[src/bp_pkg.sv]
package bp_pkg;

	// --------------------
	// Widths.
	// --------------------
	localparam int IP_W        = 64;  // Instruction address.
	localparam int KEY_ENTRY_W = 16;  // Upper bound on the bank entry index.
	localparam int MISS_CNT_W  = 32;
	localparam int CNT_W       = 2;   // Saturating counter.

	// Top bit of the encoding is the predicted direction.
	typedef enum logic [CNT_W-1:0] {
		STRONG_NT = 2'd0,
		WEAK_NT   = 2'd1,
		WEAK_T    = 2'd2,
		STRONG_T  = 2'd3
	} bp_counter_t;

	// --------------------
	// Structs.
	// --------------------
	typedef struct packed {
		logic [KEY_ENTRY_W-1:0] entry;  // Entry within the bank.
		logic [IP_W-1:0]        tag;    // Address shifted right by the index width.
	} bp_key_t;

	typedef struct packed {
		bp_key_t key;
		logic    taken;  // Resolved outcome.
	} bp_update_t;

	typedef struct packed {
		logic        hit;
		logic        prediction;
		bp_counter_t counter;
	} bp_result_t;

endpackage

[src/bp_result_select.sv]
`timescale 1ns/1ps

module bp_result_select #(
	parameter int NUM_BANKS = 4
) (
	input  logic                            clk,
	input  logic                            rst_n,
	input  bp_pkg::bp_result_t              bank_results [NUM_BANKS],
	input  logic [$clog2(NUM_BANKS)-1:0]    lookup_bank,
	input  logic                            taken,
	output logic                            hit,
	output logic                            prediction,
	output logic [bp_pkg::MISS_CNT_W-1:0]   miss_count
);

	bp_pkg::bp_result_t sel;
	logic               prev_pred;   // Prediction given last cycle.
	logic               prev_valid;

	assign sel        = bank_results[lookup_bank];
	assign hit        = sel.hit;
	assign prediction = sel.prediction;

	always_ff @(posedge clk) begin
		prev_pred <= sel.prediction;
		if (!rst_n) begin
			prev_valid <= 1'b0;
			miss_count <= '0;
		end else begin
			prev_valid <= 1'b1;
			if (prev_valid && prev_pred != taken) begin
				miss_count <= miss_count + 1'b1;  // Outcome disagreed.
			end
		end
	end

	// --------------------
	// Checks.
	// --------------------
	a_miss_count_mono: assert property (@(posedge clk) disable iff (!rst_n)
		$past(rst_n) |-> miss_count >= $past(miss_count));

endmodule

[config.mk]
export PLATFORM = sky130hd
export DESIGN_NAME = bp_result_select
export DESIGN_NICKNAME = d
export VERILOG_FILES = /design/src/bp_pkg.sv /design/src/bp_result_select.sv
export SDC_FILE = /design/constraint.sdc
export NUM_CORES = 1
export LEC_CHECK = 0
export ABC_AREA = 1
export BUFFER_PORTS_ARGS = -buffer_cell sky130_fd_sc_hd__buf_2
export CAP_MARGIN = 0
export CORE_MARGIN = 2
export CORE_UTILIZATION = 50
export CTS_BUF_LIST = sky130_fd_sc_hd__clkbuf_16
export CTS_CLUSTER_DIAMETER = 80
export CTS_CLUSTER_SIZE = 30
export DETAILED_ROUTE_END_ITERATION = 8
export PLACE_DENSITY = 0.89
export SLEW_MARGIN = 20
export SYNTH_ARGS = -nofsm -noshare
export SYNTH_HDL_FRONTEND = slang
export SYNTH_SLANG_ARGS = --single-unit
[constraint.sdc]
create_clock -name clk -period 1.8 [get_ports clk]
set_clock_uncertainty 0.05 [all_clocks]
set_input_delay 0.09 -clock clk [delete_from_list [all_inputs] [get_ports clk]]
set_output_delay 0.09 -clock clk [all_outputs]
set_load 0.02 [all_outputs]
==> out/results.md <==
## Route
• antenna-violating nets left: 0
• average via count per standard cell: 5.027
• violation count after the first detailed-route iteration: 143
• number of optimization iterations in the first detailed-route pass: 4
• post-detailed-route wirelength per cell: 11.26 um
• Routed Wire Length: 4.650 mm
• total via count in the routed design: 2,076
• total DRC errors in the routed layout: 0

## Setup path
• sort of element at the end of the critical path: flop
• RR Endpoint: miss_count[10]
• worst reg-to-reg path cell count: 8
• start-to-end type of the worst setup path: reg -> reg
• kind of start point of the critical path: flop
• largest fanout on the critical path: 5
• required time worst endpoint: 1.92 ns
• data arrival time of the worst path: 1.70 ns
• startpoint of the worst register-to-register path: miss_count[1]
• slack of the worst reg-to-reg path: 0.22 ns

## Power and ir drop
• power per cell area: 709.0 mW/mm^2
• Static Leakage: 1.005 nW
• Max VDD drop: 0.4210 mV
• Total Power Consumption: 1.680 mW

## Place
• port bufs: 46
• Post-Place Cell Area: 0.002232 sq mm
• hpwl dp: 3.540 mm
• Final GP Congestion: 0.9117

## Flow run
• number of maximum-capacitance constraint violations: 0

## GRT
• wire length of the first global-routing pass: 7.990 mm
• global route overflow: 0
• vias in the first global route: 1,915
• GRT Util Overall: 0.2361
• pin count of the biggest net entering global routing: 17
• initial antenna violation count: 0

## STA
• Slew headroom: 0.7990
• count of final hold-check violations: 0
• Tmin final: 1.579 ns
• highest attainable clock frequency: 0.6333 GHz
• Slew Limit Fails: 0
• Final Cycle Share: 0.8773
• Setup violations, final: 0
• unrepaired setup endpoints after global routing: no
• slew at the pin closest to its max-slew limit: 0.3015 ns
• final worst hold slack: 0.05498 ns
• sum of negative setup slack: 0 ns

## Floorplanning
• Die Ht: 66.40 um
• Die Footprint: 0.004409 sq mm
• num rows: 22
• num ports: 55
• core region area: 0.003716 sq mm
• die boundary width: 66.40 um
• initial standard-cell utilization of the core: 0.5239

## Synth
• total of warnings raised by yosys: 0
• cell taking the most area after synthesis: sky130_fd_sc_hd__dfxtp_1
• Mapped Area: 0.001947 sq mm
• register area share after synthesis: 0.3496
• Synth top area share: 0.3496
• Cell variety after synth: 25
• Post-Synthesis Net Count: 335
• ranking of synthesized cells by area: sky130_fd_sc_hd__dfxtp_1 (35%), sky130_fd_sc_hd__nand2_1 (16%), sky130_fd_sc_hd__nor2_1 (15%)
• per-instance average area after synthesis: 6.220 sq um
• number of instances in the synthesized netlist: 313
• number of synthesized register bits: 34

## Clock tree
• number of buffers on the longest clock path: 2
• number of buffers created by CTS: 5
• Clock H-tree levels: 2
• clock-pin slew on the worst setup and hold paths: 0.05 ns
• clock root buffer: sky130_fd_sc_hd__clkbuf_16
• worst-skew pair later-pin latency: 0.28 ns
• post-cts sizing count: 0
• count of clock tree sinks: 34
• Post-CTS Hold Buffers: 0
• count of buffers added by post-CTS timing repair for setup: 0
• CTS tree: built

## Cells and area
• most frequent cells in the layout: sky130_fd_sc_hd__nand2_1 (83), sky130_fd_sc_hd__nor2_1 (76), sky130_fd_sc_hd__buf_2 (46)
• final non-filler cell area: 0.002370 sq mm
• diode insertion count for antenna repair: 0
• number of fill cells: 344
• leading cell type in the layout, fill and taps excluded: sky130_fd_sc_hd__nand2_1
• number of nets in the layout: 386
• share of layout cells above drive strength 1: 0.2055
• layout-stage area growth over the synthesis result: 21.72%

## Worst hold path
• Worst Hold Launch: bank_results[14]
• Worst Hold Depth: 3
• hold crit path type: in -> reg
• hold path endpoint: prev_pred

## Status
• run status: finished clean

[layout make-up]
cell class              count  area [sq um]  area share
flip-flops and latches     34         680.7      0.2872
clock buffers               5         125.1     0.05280
clock inverters             3         12.51    0.005280
inverters                  36         135.1     0.05702
repair buffers             47         237.7      0.1003
multi-input cells         240          1119      0.4720
well taps                  48         60.06     0.02534
[how the worst max path moves through the flow]
stage	depth (start not counted)	end	startpoint
after floorplan	8	miss_count[8]	miss_count[1]
after global placement	8	miss_count[10]	miss_count[1]
after detailed placement	8	miss_count[10]	miss_count[1]
after CTS	8	miss_count[10]	miss_count[1]
after global routing	8	miss_count[10]	miss_count[1]
final	8	miss_count[10]	miss_count[1]
[metrics by stage]
step	std cells	util	worst slack, ns
after floorplan	313	-	0.2213
after global placement	405	0.6007	0.2821
after detailed placement	405	0.6007	0.2333
after CTS	413	0.6377	0.2200
after global routing	413	0.6377	0.03887
final	413	0.6377	0.2209
[sequential cells by signal, indices dropped and copies added (netlist names)]
name,cells
prev_pred,1
miss_count,32
prev_valid,1
[synth_stat cells (all sizes together)]
library cell and number:
a21oi 15, and2 3, buf 1, clkbuf 2
dfxtp 34, ha 1, inv 36, nand2 89
nand3 19, nand3b 1, nand4 4, nor2 89
nor3 4, o21ai 9, o21bai 1, o22ai 2
xnor2 1, xor2 2
[critical path, stage by stage, from the launching register on]
cell,delay (ns)
sky130_fd_sc_hd__dfxtp_1,0.39
sky130_fd_sc_hd__ha_1,0.23
sky130_fd_sc_hd__nand3_1,0.10
sky130_fd_sc_hd__nor2_1,0.20
sky130_fd_sc_hd__nand2_4,0.14
sky130_fd_sc_hd__nor2_4,0.15
sky130_fd_sc_hd__inv_2,0.05
sky130_fd_sc_hd__o21ai_1,0.11
sky130_fd_sc_hd__nor2_1,0.05
[power breakdown]
group          internal [mW]  switching, mW  total, mW
combinational         0.0365         0.0661      0.103
clock                  0.499          0.308      0.807
sequential             0.762        0.00869      0.770
[cells by family after synthesis]
group           after synthesis  synth area share
buf+inv                      39           0.07583
xor+xnor                      3           0.01350
simple gates                209            0.4827
fa+ha+maj                     1          0.006426
flops                        34            0.3496
compound gates               27           0.07198
[per-layer routing]
| layer | vias up | share of wire | track usage |
|---|---|---|---|
| li1 | 1078 | - | - |
| met1 | 929 | 0.44 | 0.2842 |
| met2 | 60 | 0.48 | 0.4050 |
| met3 | 9 | 0.057 | 0.03748 |
| met4 | 0 | 0.021 | 0.1148 |
| met5 | - | 0 | 0 |
(Power assumes the default switching activity.)
