===== src/bp_pkg.sv =====
package bp_pkg;

	// --------------------
	// Widths.
	// --------------------
	localparam int IP_W        = 64;  // Instruction address.
	localparam int KEY_ENTRY_W = 16;  // Upper bound on the bank entry index.
	localparam int MISS_CNT_W  = 32;
	localparam int CNT_W       = 2;   // Saturating counter.

	// Top bit of the encoding is the predicted direction.
	typedef enum logic [CNT_W-1:0] {
		STRONG_NT = 2'd0,
		WEAK_NT   = 2'd1,
		WEAK_T    = 2'd2,
		STRONG_T  = 2'd3
	} bp_counter_t;

	// --------------------
	// Structs.
	// --------------------
	typedef struct packed {
		logic [KEY_ENTRY_W-1:0] entry;  // Entry within the bank.
		logic [IP_W-1:0]        tag;    // Address shifted right by the index width.
	} bp_key_t;

	typedef struct packed {
		bp_key_t key;
		logic    taken;  // Resolved outcome.
	} bp_update_t;

	typedef struct packed {
		logic        hit;
		logic        prediction;
		bp_counter_t counter;
	} bp_result_t;

endpackage


===== src/bp_addr_decode.sv =====
`timescale 1ns/1ps

module bp_addr_decode #(
	parameter int NUM_BANKS  = 4,
	parameter int BANK_DEPTH = 64
) (
	input  logic                         clk,
	input  logic                         rst_n,
	input  logic [bp_pkg::IP_W-1:0]      ip,
	input  logic                         taken,
	output bp_pkg::bp_key_t              lookup_key,
	output logic [$clog2(NUM_BANKS)-1:0] lookup_bank,
	output bp_pkg::bp_update_t           update,
	output logic [NUM_BANKS-1:0]         update_en
);

	localparam int BANK_W  = $clog2(NUM_BANKS);
	localparam int ENTRY_W = $clog2(BANK_DEPTH);
	localparam int INDEX_W = BANK_W + ENTRY_W;

	logic [bp_pkg::IP_W-1:0] prev_ip;     // Address looked up last cycle.
	logic                    prev_valid;

	// Bank in the low bits, entry above it, tag in the rest.
	function automatic bp_pkg::bp_key_t make_key(input logic [bp_pkg::IP_W-1:0] addr);
		bp_pkg::bp_key_t key;
		key = '0;
		key.entry[ENTRY_W-1:0] = addr[BANK_W +: ENTRY_W];
		key.tag = addr >> INDEX_W;
		return key;
	endfunction

	assign lookup_key  = make_key(ip);
	assign lookup_bank = ip[BANK_W-1:0];

	always_ff @(posedge clk) begin
		prev_ip <= ip;
		if (!rst_n) begin
			prev_valid <= 1'b0;
		end else begin
			prev_valid <= 1'b1;
		end
	end

	// Outcome this cycle belongs to last cycle's address.
	assign update.key   = make_key(prev_ip);
	assign update.taken = taken;

	always_comb begin
		update_en = '0;
		if (prev_valid) begin
			update_en[prev_ip[BANK_W-1:0]] = 1'b1;
		end
	end

	a_update_en_onehot: assert property (@(posedge clk) disable iff (!rst_n)
		$onehot0(update_en) && (!$past(rst_n) -> update_en == '0));

endmodule


===== config.mk =====
export PLATFORM = sky130hd
export DESIGN_NAME = bp_addr_decode
export DESIGN_NICKNAME = d
export VERILOG_FILES = /design/src/bp_pkg.sv /design/src/bp_addr_decode.sv
export SDC_FILE = /design/constraint.sdc
export NUM_CORES = 1
export LEC_CHECK = 0
export ABC_AREA = 1
export ABC_CLOCK_PERIOD_IN_PS = 1500
export BUFFER_PORTS_ARGS = -buffer_cell sky130_fd_sc_hd__buf_2
export CORE_AREA = 5 5 88 90
export CTS_BUF_LIST = sky130_fd_sc_hd__clkbuf_8
export CTS_CLUSTER_DIAMETER = 120
export CTS_CLUSTER_SIZE = 28
export DETAILED_ROUTE_END_ITERATION = 7
export DIE_AREA = 0 0 93 95
export PLACE_DENSITY = 0.78
export SYNTH_ARGS = -nofsm -noshare
export SYNTH_HDL_FRONTEND = slang
export SYNTH_SLANG_ARGS = --single-unit
export TNS_END_PERCENT = 1

===== constraint.sdc =====
create_clock -name clk -period 1.5 [get_ports clk]
set_input_delay 0.375 -clock clk [delete_from_list [all_inputs] [get_ports clk]]
set_output_delay 0.375 -clock clk [all_outputs]
set_load 0.02 [all_outputs]

==> summary by stage <==
Synth
After Yosys synthesis, and, or, nand and nor cells account for 0.880% of the synthesized area. The synthesized netlist cell count is 237. The post-synthesis xor/xnor area fraction is 0%. The adder-cell share of the synthesized area is 0%. In this run, synthesis produced a sequential element count of 65. Of the synthesized area, sequential elements account for 50.9%. The number of distinct library cell variants in the gate-level netlist after synthesis is 6.

The synthesized netlist devotes 0% of its cell area to compound gates. The average size of a mapped cell is 10.8 µm². By area, the combinational part of the netlist is dominated by buffers and inverters. The number of warning messages in the yosys log is 0. Measured against the total synthesized area, the mux share comes to 0%. The post-synthesis instance area is 2560 µm².

Power and ir drop
Sequential cells burn 47.4% of the power. For this design the static power due to leakage is 0.00155 µW. The switching component of the power is 1120 µW. The clock network is responsible for 36.8% of the overall power. Across the VDD grid, the largest voltage drop is 0.000885 V. The internal portion of the total power is 2760 µW.

The switching fraction of total power is 28.8%. Power spread over the standard cell area amounts to 1420 nW/µm². Combinational logic is responsible for 15.8% of the overall power. The overall power consumption is 3880 µW.

Die
The total I/O pin count is 234. The initial standard-cell utilization of the core is 36.6%. The horizontal die dimension is 93 µm. The cell row count is 31. The core region is 6980 µm². The floorplan step set the die height to 95 µm. The die covers 8840 µm².

Final layout
The number of filler instances in the final layout is 680. The count of inserted antenna diode cells is 0. At the end of the flow the core is filled with cells to 39.3%. In the final layout, the share of cells above drive strength 1 is 65.8%. The number of nets in the finished design is 382. Leaving out fill and tap cells, the most frequent cell in the layout is buf_2.

The library cells used most frequently in the layout, excluding fill and tap cells, are buf_2 (193), dfxtp_1 (65), conb_1 (36), clkbuf_8 (9), nor2_1 (4). The number of cells in the finished layout apart from fillers is 401. The layout overhead on the synthesized area is 7.24%.

Global routing
The number of global-route vias before repair was 1385. In the global route stage, overall resource usage came out at 10.7%. The first global-routing pass estimated 7.00 mm of wire. Entering global routing, the biggest net connects 13 pins.

The sum of overflow across all layers after global routing is 0. The number of antenna violations at the first check in global routing came to 0.

STA
The number of pins exceeding their max-slew limit in the final report was 0. The final critical delay including setup and external delays is 1.39 ns. Setup slack on the critical path of the routed design comes to 0.109 ns. The final hold violation count came to 0. Setup violations remaining at the end of the flow were counted as 0.

Dividing the final minimum period by the clock period gives 92.8%. Static timing analysis puts the maximum clock frequency at 719 MHz. The worst hold-check slack is 0.153 ns.

Setup path
The largest driver fanout on the critical path is 3. The data arrival time at the worst-slack endpoint is 1.02 ns. The worst setup path is launched from a flip-flop. The worst setup path is captured at a primary output. The critical path class is flip-flop to primary output. STA puts the critical path data required time at 1.12 ns.

Place
The worst slack at placement is 0.477 ns. Routability-driven placement finished with a final weighted congestion of 0.701. The placed wire-length estimate is 4.35 mm. In this run, placement finished with an instance count of 386.

The total of buffers placed on input and output ports is 195.

Clocking
TritonCTS built the clock tree. No sink is reached through more buffers than the 2 on the longest clock path. The clock buffer count from CTS is 9. After clock tree synthesis, the clock-pin slew on the worst setup and hold paths is 0.07 ns. For this design, the sink count on the clock tree is 65. The tree is rooted in a clkbuf_8. The H-tree was split into 3 levels.

Route
The total vias in the final route is 1439. The total DRC errors in the routed layout is 0. After detailed routing, the average wire length per cell comes to 12.7 µm. The routed via count divided by cell count is 3.59. The pre-antenna-repair detailed-routing pass consisted of 3 iterations. The detailed router finished its first iteration with 40 violations. The number of nets with antenna violations after routing is 0. For this block, the routed nets add up to 5.11 mm of wire.

Job
The tool flagged a number of max-cap violations equal to 0.

Status
The flow ran to the end, and the final reports show no timing, DRC or antenna violations.

Hold path
In this run the worst hold path is classified as input port to flip-flop.
[synthesized netlist by cell type, drive strengths merged]
cell | count | share of area [%]
nand2 | 2 | 0.29
inv | 2 | 0.29
conb | 1 | 0.15
nor2 | 4 | 0.59
buf | 163 | 48
dfxtp | 65 | 51
[area by class of cell]
type	count	area, µm²	area share (%)
repair buffers	195	981	35.8
flip-flops and latches	65	1300	47.4
multi-input cells	42	158	5.75
clock inverters	6	70.1	2.55
clock buffers	9	124	4.51
inverters	2	7.51	0.274
well taps	82	103	3.74
[power by group through the flow]
stage	sequential, µW	combinational, µW	clock [µW]
finish	1840	614	1430
global route	1850	652	1580
CTS	1840	618	1490
detailed placement	1880	617	0
global placement	1880	612	0
floorplan	1880	653	0
[cells by family (layout without fill, tap and decap cells)]
logic type / count (synthesis) / after routing
and+or+nand+nor: 6 / 6
other: 1 / 36
DFF: 65 / 65
buffers and inverters: 165 / 212
[final timing paths]
kind,from,to,slack [ns],cells after the start
max,prev_ip[1]$_DFF_P_,update_en[2],0.11,3
min,ip[22],prev_ip[22]$_DFF_P_,0.15,1
[critical path: stages, from the launching register on]
cell     delay (ns)
dfxtp_1        0.36
inv_1          0.07
nor2_1         0.12
buf_4          0.15
[sequential cells by signal, summed over array words and instances, names as in the netlist]
name        count
prev_ip        64
prev_valid      1
[metal layers]
metal	part of all wire (%)	global-route usage, %	wire [µm]
met1	34	11.1	1720
met2	52	18.2	2680
met3	13	5.74	651
met4	1.1	4.40	57
met5	0	0	0
[per-stage QoR]
stage	instance area, µm²	setup TNS [ns]
after global placement	2540	0
after CTS	2740	0
after floorplan	2690	0
after detailed placement	2540	0
final	2740	0
after global routing	2740	-0.0207
[what timing repair did]
action | in CTS | in global routing
gates resized for setup | 0 | 2
setup buffers | 0 | 0
endpoints found under the setup margin | 0 | 2
hold buffers | 0 | 0
Power figures use the tool's default switching activity.
